==> src/rtl/core_pkg.sv <==
package core_pkg;

    localparam int XLEN        = 32;
    localparam int REG_ADDR_W  = 5;
    localparam int NUM_REGS    = 2 ** REG_ADDR_W;
    localparam int ISSUE_WIDTH = 2;
    localparam int RF_RD_PORTS = 2 * ISSUE_WIDTH;
    localparam int IB_DEPTH    = 8;
    localparam int IB_PTR_W    = 3;

    // 3R major opcodes, instr[31:15]
    localparam logic [16:0] OPC_ADD_W  = 17'h00020;
    localparam logic [16:0] OPC_SUB_W  = 17'h00022;
    localparam logic [16:0] OPC_AND    = 17'h00029;
    localparam logic [16:0] OPC_OR     = 17'h0002a;
    localparam logic [16:0] OPC_XOR    = 17'h0002b;

    // 2RI12 opcodes, instr[31:22]
    localparam logic [9:0]  OPC_ADDI_W = 10'h00a;
    localparam logic [9:0]  OPC_ANDI   = 10'h00d;
    localparam logic [9:0]  OPC_ORI    = 10'h00e;

    // 2RI16 opcodes, instr[31:26]
    localparam logic [5:0]  OPC_BEQ    = 6'h16;
    localparam logic [5:0]  OPC_BNE    = 6'h17;

    typedef struct packed {
        logic [16:0]           opcode;
        logic [REG_ADDR_W-1:0] rk;
        logic [REG_ADDR_W-1:0] rj;
        logic [REG_ADDR_W-1:0] rd;
    } fmt_3r_t;

    typedef struct packed {
        logic [9:0]            opcode;
        logic [11:0]           si12;
        logic [REG_ADDR_W-1:0] rj;
        logic [REG_ADDR_W-1:0] rd;
    } fmt_2ri12_t;

    typedef struct packed {
        logic [5:0]            opcode;
        logic [15:0]           offs16;
        logic [REG_ADDR_W-1:0] rj;
        logic [REG_ADDR_W-1:0] rd;
    } fmt_2ri16_t;

    // rj and rd sit at the same bits in every format
    typedef union packed {
        fmt_3r_t    r3;
        fmt_2ri12_t ri12;
        fmt_2ri16_t ri16;
    } instr_u;

    typedef enum logic [2:0] {
        ALU_ADD,
        ALU_SUB,
        ALU_AND,
        ALU_OR,
        ALU_XOR,
        ALU_BEQ,
        ALU_BNE,
        ALU_NOP
    } alu_op_e;

    typedef struct packed {
        logic            valid;
        logic [XLEN-1:0] pc;
        instr_u          instr;
    } fetch_slot_t;

    // Slot 0 is the older instruction
    typedef fetch_slot_t [ISSUE_WIDTH-1:0] fetch_bundle_t;

    typedef struct packed {
        logic                  valid;
        logic [XLEN-1:0]       pc;
        alu_op_e               alu_op;
        logic [REG_ADDR_W-1:0] rj;
        // Second source, rd for branches
        logic [REG_ADDR_W-1:0] rk;
        logic                  uses_imm;
        logic [XLEN-1:0]       imm;
        logic [REG_ADDR_W-1:0] rd;
        logic                  writes_rd;
        logic                  is_branch;
    } uop_t;

    typedef struct packed {
        uop_t            uop;
        logic [XLEN-1:0] src1;
        logic [XLEN-1:0] src2;
    } issue_t;

    typedef struct packed {
        logic                  valid;
        logic [XLEN-1:0]       pc;
        logic                  rf_wen;
        logic [REG_ADDR_W-1:0] wnum;
        logic [XLEN-1:0]       wdata;
    } commit_t;

    typedef struct packed {
        logic                  valid;
        logic [REG_ADDR_W-1:0] wnum;
        logic [XLEN-1:0]       wdata;
    } fwd_t;

endpackage

==> src/rtl/dispatch.sv <==
`timescale 1ns/1ps

module dispatch (
    input  logic                                                       clk,
    input  logic                                                       reset_i,
    input  logic                                                       flush_i,
    input  core_pkg::uop_t [core_pkg::ISSUE_WIDTH-1:0]                 uop_i,
    output logic [core_pkg::RF_RD_PORTS-1:0][core_pkg::REG_ADDR_W-1:0] raddr_o,
    input  logic [core_pkg::RF_RD_PORTS-1:0][core_pkg::XLEN-1:0]       rdata_i,
    input  core_pkg::fwd_t [core_pkg::ISSUE_WIDTH-1:0]                 fwd_ex_i,
    input  core_pkg::fwd_t [core_pkg::ISSUE_WIDTH-1:0]                 fwd_wb_i,
    output logic [1:0]                                                 pop_count_o,
    output core_pkg::issue_t [core_pkg::ISSUE_WIDTH-1:0]               issue_o
);

    import core_pkg::*;

    logic                      hazard;
    logic                      pair_ok;
    logic [ISSUE_WIDTH-1:0]    issue_en;
    issue_t [ISSUE_WIDTH-1:0]  issue_d;
    issue_t [ISSUE_WIDTH-1:0]  issue_q;

    // Later matches win: commit lanes first, then execute lanes, younger last
    function automatic logic [XLEN-1:0] operand(
        input logic [REG_ADDR_W-1:0]  r,
        input logic [XLEN-1:0]        rf_val,
        input fwd_t [ISSUE_WIDTH-1:0] ex,
        input fwd_t [ISSUE_WIDTH-1:0] wb
    );
        logic [XLEN-1:0] v;
        v = rf_val;
        if (r != '0) begin
            for (int i = 0; i < ISSUE_WIDTH; i++) begin
                if (wb[i].valid && wb[i].wnum == r) begin
                    v = wb[i].wdata;
                end
            end
            for (int i = 0; i < ISSUE_WIDTH; i++) begin
                if (ex[i].valid && ex[i].wnum == r) begin
                    v = ex[i].wdata;
                end
            end
        end
        return v;
    endfunction

    // Slot 1 reading slot 0's result must wait a cycle
    assign hazard = uop_i[0].writes_rd &&
                    ((uop_i[1].rj == uop_i[0].rd) ||
                     (!uop_i[1].uses_imm && uop_i[1].rk == uop_i[0].rd));

    assign pair_ok = !hazard && !uop_i[0].is_branch && !uop_i[1].is_branch;

    assign issue_en[0] = uop_i[0].valid;
    assign issue_en[1] = uop_i[0].valid && uop_i[1].valid && pair_ok;
    assign pop_count_o = {1'b0, issue_en[0]} + {1'b0, issue_en[1]};

    always_comb begin
        for (int i = 0; i < ISSUE_WIDTH; i++) begin
            raddr_o[2*i]         = uop_i[i].rj;
            raddr_o[2*i+1]       = uop_i[i].rk;
            issue_d[i].uop       = uop_i[i];
            issue_d[i].uop.valid = issue_en[i];
            issue_d[i].src1      = operand(uop_i[i].rj, rdata_i[2*i], fwd_ex_i, fwd_wb_i);
            issue_d[i].src2      = operand(uop_i[i].rk, rdata_i[2*i+1], fwd_ex_i, fwd_wb_i);
        end
    end

    always_ff @(posedge clk) begin
        if (reset_i || flush_i) begin
            issue_q <= '0;
        end else begin
            issue_q <= issue_d;
        end
    end

    assign issue_o = issue_q;

    // Buffer offers its entries oldest first
    a_lane1_with_lane0: assert property (
        @(posedge clk) disable iff (reset_i)
        uop_i[1].valid |-> uop_i[0].valid
    );

endmodule

==> config.mk <==
export PLATFORM = sky130hd
export DESIGN_NAME = dispatch
export DESIGN_NICKNAME = d
export VERILOG_FILES = /design/src/rtl/core_pkg.sv /design/src/rtl/dispatch.sv
export SDC_FILE = /design/constraint.sdc
export NUM_CORES = 1
export LEC_CHECK = 0
export BUFFER_PORTS_ARGS = -buffer_cell sky130_fd_sc_hd__buf_2
export CAP_MARGIN = 20
export CORE_AREA = 2 2 302 304
export CTS_CLUSTER_DIAMETER = 80
export DETAILED_ROUTE_END_ITERATION = 8
export DIE_AREA = 0 0 304 306
export PLACE_DENSITY_LB_ADDON = 0.08
export SYNTH_ARGS = -nofsm -noshare
export SYNTH_HDL_FRONTEND = slang
export SYNTH_SLANG_ARGS = --single-unit
==> constraint.sdc <==
create_clock -name clk -period 2.14 [get_ports clk]
set_input_delay 0.214 -clock clk [delete_from_list [all_inputs] [get_ports clk]]
set_output_delay 0.214 -clock clk [all_outputs]
set_load 0.005 [all_outputs]
* Word-level counts from Yosys, hierarchy flattened
Index checks and enable logic that the tools add are counted.
** Cells by class
- Add/subtract/negate cells :: 1
- Equal/unequal tests :: 18
- Mux-type cells :: 20
- Reductions and logical operators :: 32
** Operators with widths (number)
- 32-bit two-way mux :: 20
- 5-bit == test :: 18
- 1-bit logical AND :: 22
- 5-bit nonzero test :: 4
- 1-bit logical NOT :: 4
- 1-bit by 1-bit adder with 2-bit output :: 1
- 1-bit logical OR :: 2
** Word-level totals
- Bits in registers :: 300
- Input bits :: 455
- Output and inout port bits :: 322
- Word-level logic and storage cells :: 95

* Depth between registers and ports, before layout
Gate-level depths: netlist of the first run.
- Depth after elaboration :: 9
- Gate-level depth with buffers :: 8

* Worst setup path before layout of the first run
No wires, ideal clock.
- Path kind :: input-to-reg
- Start :: input uop_i[46] in the netlist's numbering
- End :: register issue_q (netlist bit issue_o[59])
- Library setup time :: 0.142 ns
- Arrival :: 1.622 ns
- Data required time :: 1.998 ns
- Setup slack :: 0.376 ns
- Stages :: 7
- Cell sequence :: buf_2 xor2_1 nor4_4 clkbuf_2 a21boi_0 o311ai_1 a221oi_1
** Between the ends
- Longest elaborated chain between the ends :: 7
** Ends and longest elaborated chain
- start, declared :: RTL line dispatch.sv:7 : input core_pkg::uop_t [core_pkg::ISSUE_WIDTH-1:0] uop_i,
- 5-bit == test :: RTL line dispatch.sv:35 : if (wb[i].valid && wb[i].wnum == r) begin
- 1-bit logical AND :: RTL line dispatch.sv:35
- 32-bit two-way mux (2 in a row) :: RTL line dispatch.sv:35
- 32-bit two-way mux (2 in a row) :: RTL line dispatch.sv:40 : if (ex[i].valid && ex[i].wnum == r) begin
- 32-bit two-way mux * :: RTL line dispatch.sv:33 : if (r != '0) begin
- end signal, assigned :: RTL line dispatch.sv:74 : issue_q <= issue_d;
- end, declared :: RTL line dispatch.sv:22 : issue_t [ISSUE_WIDTH-1:0] issue_q;
Every way passes the cells marked *; elsewhere a longest branch is shown, timed or not.
A chain may end at the register's enable or synchronous reset.

* Worst setup path in the final report of the first run
- Start :: input uop_i[46] in the netlist's numbering
- End :: register issue_q (netlist bit issue_o[47])
Same word-level chain as after synthesis.

==> flow_summary.yaml, run 1 <==
run_status:
  status: "finished, final reports clean"
power_and_ir_drop:
  p_per_area_nw_per_um2: 651
  ir_drop_mv: 0.493
  power.leakage_nw: 11.9
yosys:
  synthMuxAreaShare_pct: 0
  synthSimpleGateAreaFrac_pct: 22.2
  synthCells: 1991
  ys_seq_area_share_pct: 36.4
  yosys-top-cells-count: "300 x dfxtp_1, 181 x a21oi_1, 177 x and2_1"
  synth_compound_area_share_pct: 29.5
  ys_types: 45
  post_synth.cell_area_avg_sq_um: 8.28
  synthArstFlopShare_pct: 0
  synth-edff-count: 0
  synth.most_common_cell: "dfxtp_1"
  ys.warnings.count: 0
  ys.flop_type: "dfxtp_1"
  ys_ff_latch: 300
  synth_xor_area_share_pct: 4.87
  yosys-top-cells-area: "dfxtp_1 36%, and2_1 6.7%, a21oi_1 5.5%, o21ai_0 4.9%, clkbuf_1 3.6%"
  synth_top_area_share_pct: 36.4
  synth_top_family_by_area: "compound AO/OA/AOI/OAI gates"
  synthAdderAreaFrac_pct: 0.0759
  synth.largest_area_cell: "dfxtp_1"
  syn-cell-area_sq_um: 16500
  synth_nets: 2447
sta:
  fin_tns_setup_ps: 0
  hold_violations: 0
  holdWs_ps: 45.9
  fin_crit_sh_pct: 96.0
  setup_violations: 0
  rsz0062_at_grt: "false"
  clock.fmax_mhz: 487
  relSlewSlack_pct: 59.7
  worst_pin_slew_ps: 596
  finalMaxSlewViolations: 0
  min_period_ps: 2050
global_route:
  grt_pass1_wl_um: 164000
  grt_use_total_pct: 24.7
  grt_pass1_vias: 21000
  grt_overflow_total: 0
  antenna_found_initial: 27
  grt_start_max_net_pins: 91
die:
  initial_core_util_pct: 18.4
  ios: 777
  die_area_sq_um: 93000
  rows: 110
  die_h_um: 306
  coreArea_sq_um: 89600
  die_w_um: 304
cells_and_area:
  n_fill_cell: 9693
  seq_area_sq_um: 6010
  drive_above_1_share_pct: 33.9
  area_delta_synth_final_pct: 59.9
  multiInputGateArea_sq_um: 9470
  nNetsFinal: 3397
  largest_reg_flops: 300
clock_network:
  cts_tree: "built"
  post-cts-setup-buffers: 0
  h-tree-depth: 2
  cts_sinks: 300
  cts_buffers: 45
  cts_buffer_depth: 3
  clk_pin_slew_ps: 60
  cts-root-buf: "clkbuf_16"
worst_setup_path:
  arrival_ps: 2600
  cp-end-kind: "flop"
  startpoint_type: "primary input"
  path_max_fanout: 16
  crit_type: "in -> reg"
  required_ps: 2690
drt:
  wl_per_cell_um: 28.7
  drtPass1Iterations: 5
  ant_nets: 0
  drc_errors: 0
  vias: 20400
  viasPerCell: 4.89
  drt_iter0_drc: 1532
  routed_wirelength_um: 120000
worst_hold_path:
  hold_path_class: "in -> reg"
placed_design:
  gp_congestion: 0.879
  place_hpwl_um: 88600
  port_buffers: 776
job:
  cap_violations: 0
worst paths after layout:
check | cells past startpoint | slack, ps | end | from
max | 9 | 90 | issue_o[47]$_SDFF_PP0_ | uop_i[46]
min | 4 | 50 | issue_o[200]$_SDFF_PP0_ | rdata_i[82]
metrics by stage:
stage | instance area [sq um] | util [%] | cells | total power, mW | setup slack, ps
6_report | 26400 | 29.4 | 4163 | 17.2 | 85.8
5_1_grt | 26400 | 29.4 | 4155 | 17.9 | 35.2
4_1_cts | 26300 | 29.4 | 4151 | 17.4 | 68.6
3_5_place_dp | 22300 | 24.9 | 3813 | 9.39 | -73.1
3_3_place_gp | 22300 | 24.9 | 3813 | 9.39 | -117
2_1_floorplan | 16500 | - | 1991 | 7.43 | 376
what timing repair did:
item,4_1_cts,5_1_grt
endpoints found under the hold margin,265,0
hold buffers,257,0
gates resized for setup,0,3
setup endpoints to repair,0,5
metal layers:
| metal | up-vias | GRT usage [%] | routed length [um] | part of all wire (%) |
|---|---|---|---|---|
| met5 | - | 0 | 148 | 0.12 |
| met4 | 24 | 8.23 | 3680 | 3.1 |
| met3 | 227 | 5.30 | 8160 | 6.8 |
| met2 | 1044 | 43.5 | 58900 | 49 |
| met1 | 9924 | 29.6 | 48700 | 41 |
| li1 | 9133 | - | - | - |
placed cells by master (no fill, tap or decap), types with 46 or more instances in the layout:
| master | n |
|---|---|
| a311oi_1 | 63 |
| o311ai_1 | 60 |
| and2_1 | 175 |
| buf_2 | 776 |
| a21boi_0 | 63 |
| o21a_1 | 63 |
| buf_4 | 74 |
| o21ai_0 | 160 |
| xor2_1 | 53 |
| a21oi_1 | 181 |
| and3_1 | 64 |
| a21o_1 | 65 |
| nor3_1 | 72 |
| dlygate4sd3_1 | 257 |
| clkbuf_16 | 46 |
| nand2b_1 | 57 |
| nand3_1 | 84 |
| dfxtp_1 | 300 |
final cells by class:
cell class | instances | share of cell area (%)
clock inverter | 20 | 0.826
clock buffer | 61 | 4.69
tap | 1176 | 5.58
timing repair buffer | 1152 | 30.0
inverter | 6 | 0.0854
sequential | 300 | 22.8
antenna | 12 | 0.114
multi-input combinational | 1436 | 35.9
worst max-delay path, cell delays in order:
cell and delay, ps:
buf_2 160, buf_4 150, xor2_1 170, nor3_4 270, and3_2 280, buf_4 280
o311ai_1 150, a221oi_1 300, dlygate4sd3_1 600
report_power, final:
part	total (mW)	leakage, nW	switching (mW)	internal, mW
clock network	7.50	0.703	3.06	4.44
registers	5.95	2.46	0.0962	5.85
logic	3.73	8.77	2.14	1.59
total	17.2	11.9	5.30	11.9
cells by family (layout without fill, tap and decap cells):
group	Yosys count	after routing
xor gates and xnor gates	90	90
buffers and inverters	255	1239
other	0	12
adders and majority gates	1	1
AOI/OAI and AO/OA	730	730
and+or+nand+nor	615	615
DFF	300	300
Power figures use the tool's default switching activity.
==> run 2, diff against run 1 <==
--- a/config.mk
+++ b/config.mk
@@ -7,10 +7,12 @@
 export LEC_CHECK = 0
 export BUFFER_PORTS_ARGS = -buffer_cell sky130_fd_sc_hd__buf_2
 export CAP_MARGIN = 20
-export CORE_AREA = 2 2 302 304
+export CELL_PAD_IN_SITES_DETAIL_PLACEMENT = 1
+export CELL_PAD_IN_SITES_GLOBAL_PLACEMENT = 1
+export CORE_AREA = 2 2 304 306
 export CTS_CLUSTER_DIAMETER = 80
 export DETAILED_ROUTE_END_ITERATION = 8
-export DIE_AREA = 0 0 304 306
+export DIE_AREA = 0 0 306 308
 export PLACE_DENSITY_LB_ADDON = 0.08
 export SYNTH_ARGS = -nofsm -noshare
 export SYNTH_HDL_FRONTEND = slang
==> run 2 against run 1 <==
Net effect:
- utilization decreased by 0.47 points
- critical path type unchanged
- die area increased by 1.3%
- combinational power increased by 2%
- sequential power about the same
- critical path depth decreased by 1
- non-clock buffer count decreased by 16
- sequential cell count unchanged
- largest power group unchanged
- sequential share of layout area about the same
- final cell count about the same
- count of clock-buffer cells in the layout decreased by 3
==> flow_summary.yaml, run 2 (synthesis results as in run 1) <==
run_status:
  status: "finished, final reports clean"
power_and_ir_drop:
  p_per_area_nw_per_um2: 666
  power.leakage_nw: 11.9
  ir_drop_mv: 0.575
worst_setup_path:
  arrival_ps: 2590
  cp-end-kind: "flop"
  max_stage_delay_ps: 560
  crit_buf_inv: 5
  crit_family: "buffers and inverters"
  required_ps: 2670
  crit_type: "in -> reg"
  critPathSlowestCell: "dlygate4sd3_1"
  crit_top_cell: "dlygate4sd3_1"
  startpoint_type: "primary input"
  cp_cell_sequence: "dlygate4sd3_1, buf_2, nor2_4, buf_12, buf_4, o221ai_1, a21oi_1, dlygate4sd3_1"
  path_max_fanout: 31
die:
  die_h_um: 308
  die_area_sq_um: 94200
  ios: 777
  coreArea_sq_um: 91000
  initial_core_util_pct: 18.1
  die_w_um: 306
  rows: 111
global_route:
  grt_overflow_total: 0
  grt_pass1_vias: 22500
  grt_start_max_net_pins: 124
  grt_pass1_wl_um: 176000
  grt_use_total_pct: 26.3
  antenna_found_initial: 38
drt:
  viasPerCell: 4.94
  drc_errors: 0
  drt_iter0_drc: 1219
  vias: 20600
  routed_wirelength_um: 129000
  ant_nets: 0
  wl_per_cell_um: 31.0
  drtPass1Iterations: 5
placed_design:
  place_hpwl_um: 93800
  gp_congestion: 0.851
  dp_cells: 3833
  port_buffers: 776
  post_dp_cell_area_sq_um: 22500
sta:
  finalMaxSlewViolations: 0
  fin_tns_setup_ps: 0
  rsz0062_at_grt: "false"
  relSlewSlack_pct: 55.2
  holdWs_ps: 20.4
  fin_crit_sh_pct: 96.1
  clock.fmax_mhz: 486
  setup_violations: 0
  hold_violations: 0
  worst_pin_slew_ps: 672
  min_period_ps: 2060
cells_and_area:
  finalInstanceArea_sq_um: 26300
  largest_reg_flops: 300
  drive_above_1_share_pct: 34.8
  nNetsFinal: 3381
  layout_commonest_cell: "buf_2"
  final_cell_mix: "775 x buf_2, 300 x dfxtp_1, 227 x dlygate4sd3_1"
  final_util_pct: 29.0
  finalNonFillerCells: 4162
  area_delta_synth_final_pct: 59.8
clock_network:
  h-tree-depth: 2
  cts_buffer_depth: 3
  cts_tree: "built"
  cts_buffers: 45
  cts_sinks: 300
  cts-root-buf: "clkbuf_16"
  clk_pin_slew_ps: 60
worst_hold_path:
  hold_path_class: "in -> reg"
job:
  cap_violations: 0
-- run 2: worst paths after layout --
check | start | to | slack (ps) | cells after the start
worst max-delay path | reset_i | issue_o[156]$_SDFF_PP0_ | 80 | 8
worst min-delay path | fwd_ex_i[23] | issue_o[173]$_SDFF_PP0_ | 20 | 3
-- run 2: area by class of cell --
type | instances | area [sq um]
fillers | 10700 | 64600
multi-input cells | 1436 | 9490
repair buffers | 1136 | 7790
flip-flops and latches | 300 | 6010
well taps | 1186 | 1480
clock buffers | 58 | 1240
clock inverters | 22 | 272
diodes | 18 | 45.0
inverters | 6 | 22.5
-- run 2: tightest hold or removal path, stage by stage --
cell,delay [ps]
buf_2,180
a21oi_1,90
a21oi_1,110
-- run 2: stage by stage --
stage | setup WS [ps] | power (mW)
2_1_floorplan | 376 | 7.43
4_1_cts | 22.6 | 17.7
3_5_place_dp | -260 | 9.51
6_report | 84.4 | 17.5
5_1_grt | 23.5 | 18.2
3_3_place_gp | -291 | 9.48
-- run 2: what timing repair did --
item / 4_1_cts / 5_1_grt
hold buffers: 227 / 0
resized for setup: 0 / 2
hold endpoints to repair: 236 / 0
setup endpoints to repair: 0 / 13
setup buffers: 0 / 3
-- run 2: layer usage --
layer  global-route usage, %  routed length, um  up-vias
li1                        -                  -     9108
met1                    31.8              53100    10200
met2                    46.2              63100      935
met3                    5.11               7900      278
met4                    9.23               4630       22
met5                       0                154        -
-- run 2: power by group --
part,internal [mW],switching [mW],total (mW)
Clock,4.52,3.24,7.76
Combinational,1.59,2.23,3.81
Sequential,5.85,0.109,5.96
==> run 3, diff against run 2 <==
--- a/config.mk
+++ b/config.mk
@@ -9,11 +9,13 @@
 export CAP_MARGIN = 20
 export CELL_PAD_IN_SITES_DETAIL_PLACEMENT = 1
 export CELL_PAD_IN_SITES_GLOBAL_PLACEMENT = 1
-export CORE_AREA = 2 2 304 306
+export CORE_AREA = 2 2 299 301
+export CTS_BUF_LIST = sky130_fd_sc_hd__clkbuf_8
 export CTS_CLUSTER_DIAMETER = 80
 export DETAILED_ROUTE_END_ITERATION = 8
-export DIE_AREA = 0 0 306 308
+export DIE_AREA = 0 0 301 303
 export PLACE_DENSITY_LB_ADDON = 0.08
+export SKIP_CTS_REPAIR_TIMING = 1
 export SYNTH_ARGS = -nofsm -noshare
 export SYNTH_HDL_FRONTEND = slang
 export SYNTH_SLANG_ARGS = --single-unit
==> run 3 against run 2 <==
Net effect:
- the run now ends with hold timing left
- sequential power about the same
- total power fell by 5.1%
- utilization rose by 1.2 points
- worst hold slack lost 48 ps
- non-clock buffer count increased by 50
- via count up 1.3%
- final area up 0.69%
- first-iteration DRC count rose by 6.7%
- critical path depth is 2 higher
- highest routed layer unchanged
==> flow_summary.yaml, run 3 (synthesis results as in run 1) <==
clock_network:
  cts-root-buf: "clkbuf_8"
  cts_buffer_depth: 3
  cts_buffers: 67
  cts_sinks: 300
  h-tree-depth: 3
  cts_tree: "built"
  clk_pin_slew_ps: 60
die:
  coreArea_sq_um: 88000
  die_w_um: 301
  die_area_sq_um: 91200
  die_h_um: 303
  rows: 109
  ios: 777
  initial_core_util_pct: 18.7
worst_setup_path:
  crit_family: "buffers and inverters"
  max_stage_delay_ps: 610
  path_max_fanout: 15
  crit_cells: 10
  required_ps: 2750
  crit_path_end: "issue_o[176]$_SDFF_PP0_"
  timing.critical_path.from: "uop_i[129]"
  arrival_ps: 2740
  crit_buf_inv: 5
  startpoint_type: "primary input"
  crit_type: "in -> reg"
  cp-end-kind: "flop"
  critPathSlowestCell: "nor4_1"
  cp_cell_sequence: "buf_2, buf_12, xor2_1, nor4_1, buf_4, and3_2, buf_12, a21oi_1, a21oi_1, dlygate4sd3_1"
sta:
  finalMaxSlewViolations: 0
  worst_pin_slew_ps: 717
  min_period_ps: 2130
  fin_crit_sh_pct: 99.6
  hold_violations: 19
  fin_tns_setup_ps: 0
  holdWs_ps: -27.6
  setup_violations: 0
  clock.fmax_mhz: 469
  relSlewSlack_pct: 52.2
global_route:
  grt_pass1_vias: 20600
  grt_use_total_pct: 27.0
  grt_start_max_net_pins: 91
  antenna_found_initial: 36
  grt_overflow_total: 0
  grt_pass1_wl_um: 172000
placed_design:
  place_hpwl_um: 97500
  gp_congestion: 0.905
  dp_cells: 3815
  port_buffers: 776
cells_and_area:
  layout_commonest_cell: "buf_2"
  final_cell_mix: "776 x buf_2, 300 x dfxtp_1, 278 x dlygate4sd3_1"
  n_fill_cell: 10400
  largest_reg_flops: 300
  area_delta_synth_final_pct: 60.9
  nNetsFinal: 3453
  finalNonFillerCells: 4218
  drive_above_1_share_pct: 34.5
power_and_ir_drop:
  switchingPower_mw: 5.48
  power.share.switching_pct: 32.9
  combPwrFrac_pct: 23.1
  seq_power_share_pct: 35.9
  power.leakage_nw: 12.1
  p_per_area_nw_per_um2: 627
  ir_drop_mv: 0.372
  p_clk_share_pct: 41.0
  p_int_mw: 11.2
drt:
  drc_errors: 0
  wl_per_cell_um: 30.7
  viasPerCell: 4.94
  ant_nets: 0
  vias: 20800
  drtPass1Iterations: 5
  drt_iter0_drc: 1301
  routed_wirelength_um: 130000
worst_hold_path:
  min_from: "fwd_ex_i[67]"
  hold_path_class: "in -> reg"
run_status:
  violations: "hold timing"
  status: "complete, but fails checks"
job:
  cap_violations: 0
==> run 3: cell types whose count changed in the layout (fill, tap and decap cells not counted), moves of 4 or more <==
cell and change:
clkbuf_1 -6, dlygate4sd3_1 +51, clkbuf_16 -46, buf_4 +4, diode_2 -7, clkbuf_8 +77, buf_12 -5, inv_1 +16
clkinv_4 -4
==> run 3: layout make-up <==
class / instances / area, sq um / share of cell area, %
sequential: 300 / 6010 / 22.6
clock inverter: 30 / 195 / 0.736
tap: 1165 / 1460 / 5.49
clock buffer: 84 / 1160 / 4.36
timing repair buffer: 1186 / 8210 / 30.9
multi-input combinational: 1436 / 9460 / 35.6
antenna: 11 / 27.5 / 0.104
inverter: 6 / 22.5 / 0.0849
==> run 3: worst min-delay path by stage <==
stage               slack, ps                      end  cells past startpoint
detailed placement        420  issue_o[268]$_SDFF_PP0_                      2
CTS                      -350  issue_o[102]$_SDFF_PP0_                      2
global placement          410  issue_o[121]$_SDFF_PP0_                      2
floorplan                 300  issue_o[299]$_SDFF_PP0_                      1
finish                    -30  issue_o[179]$_SDFF_PP0_                      4
global route            -0.06   issue_o[63]$_SDFF_PP0_                      4
==> run 3: routing by layer <==
metal  vias up  routed length (um)  global-route usage, %
li1       9250                   -                      -
met1     10500               55600                   33.7
met2       860               63400                   47.0
met3       191                7280                   5.49
met4        18                3130                   7.21
met5         -                 112                      0
==> run 3: stage by stage <==
step | total power [mW] | utilization, % | hold slack (ps) | worst slack, ps | instance area [sq um]
floorplan | 7.43 | - | 297 | 376 | 16500
global placement | 9.48 | 25.4 | 413 | -121 | 22400
detailed placement | 9.50 | 25.4 | 420 | -123 | 22400
CTS | 16.5 | 27.0 | -347 | 236 | 23700
global route | 17.4 | 30.2 | -0.0558 | -40.0 | 26500
finish | 16.6 | 30.2 | -27.6 | 8.23 | 26500
==> run 3: worst min-delay path, cell delays in order <==
cell,delay [ps]
buf_2,90
nand2b_1,100
o221ai_1,90
a21oi_1,110
==> run 3: power groups by stage <==
stage | clock, mW | combinational [mW] | sequential, mW
2_1_floorplan | 0 | 1.36 | 6.07
3_3_place_gp | 0 | 3.38 | 6.10
3_5_place_dp | 0 | 3.40 | 6.10
4_1_cts | 7.06 | 3.42 | 5.98
5_1_grt | 7.32 | 4.09 | 5.99
6_report | 6.82 | 3.84 | 5.98
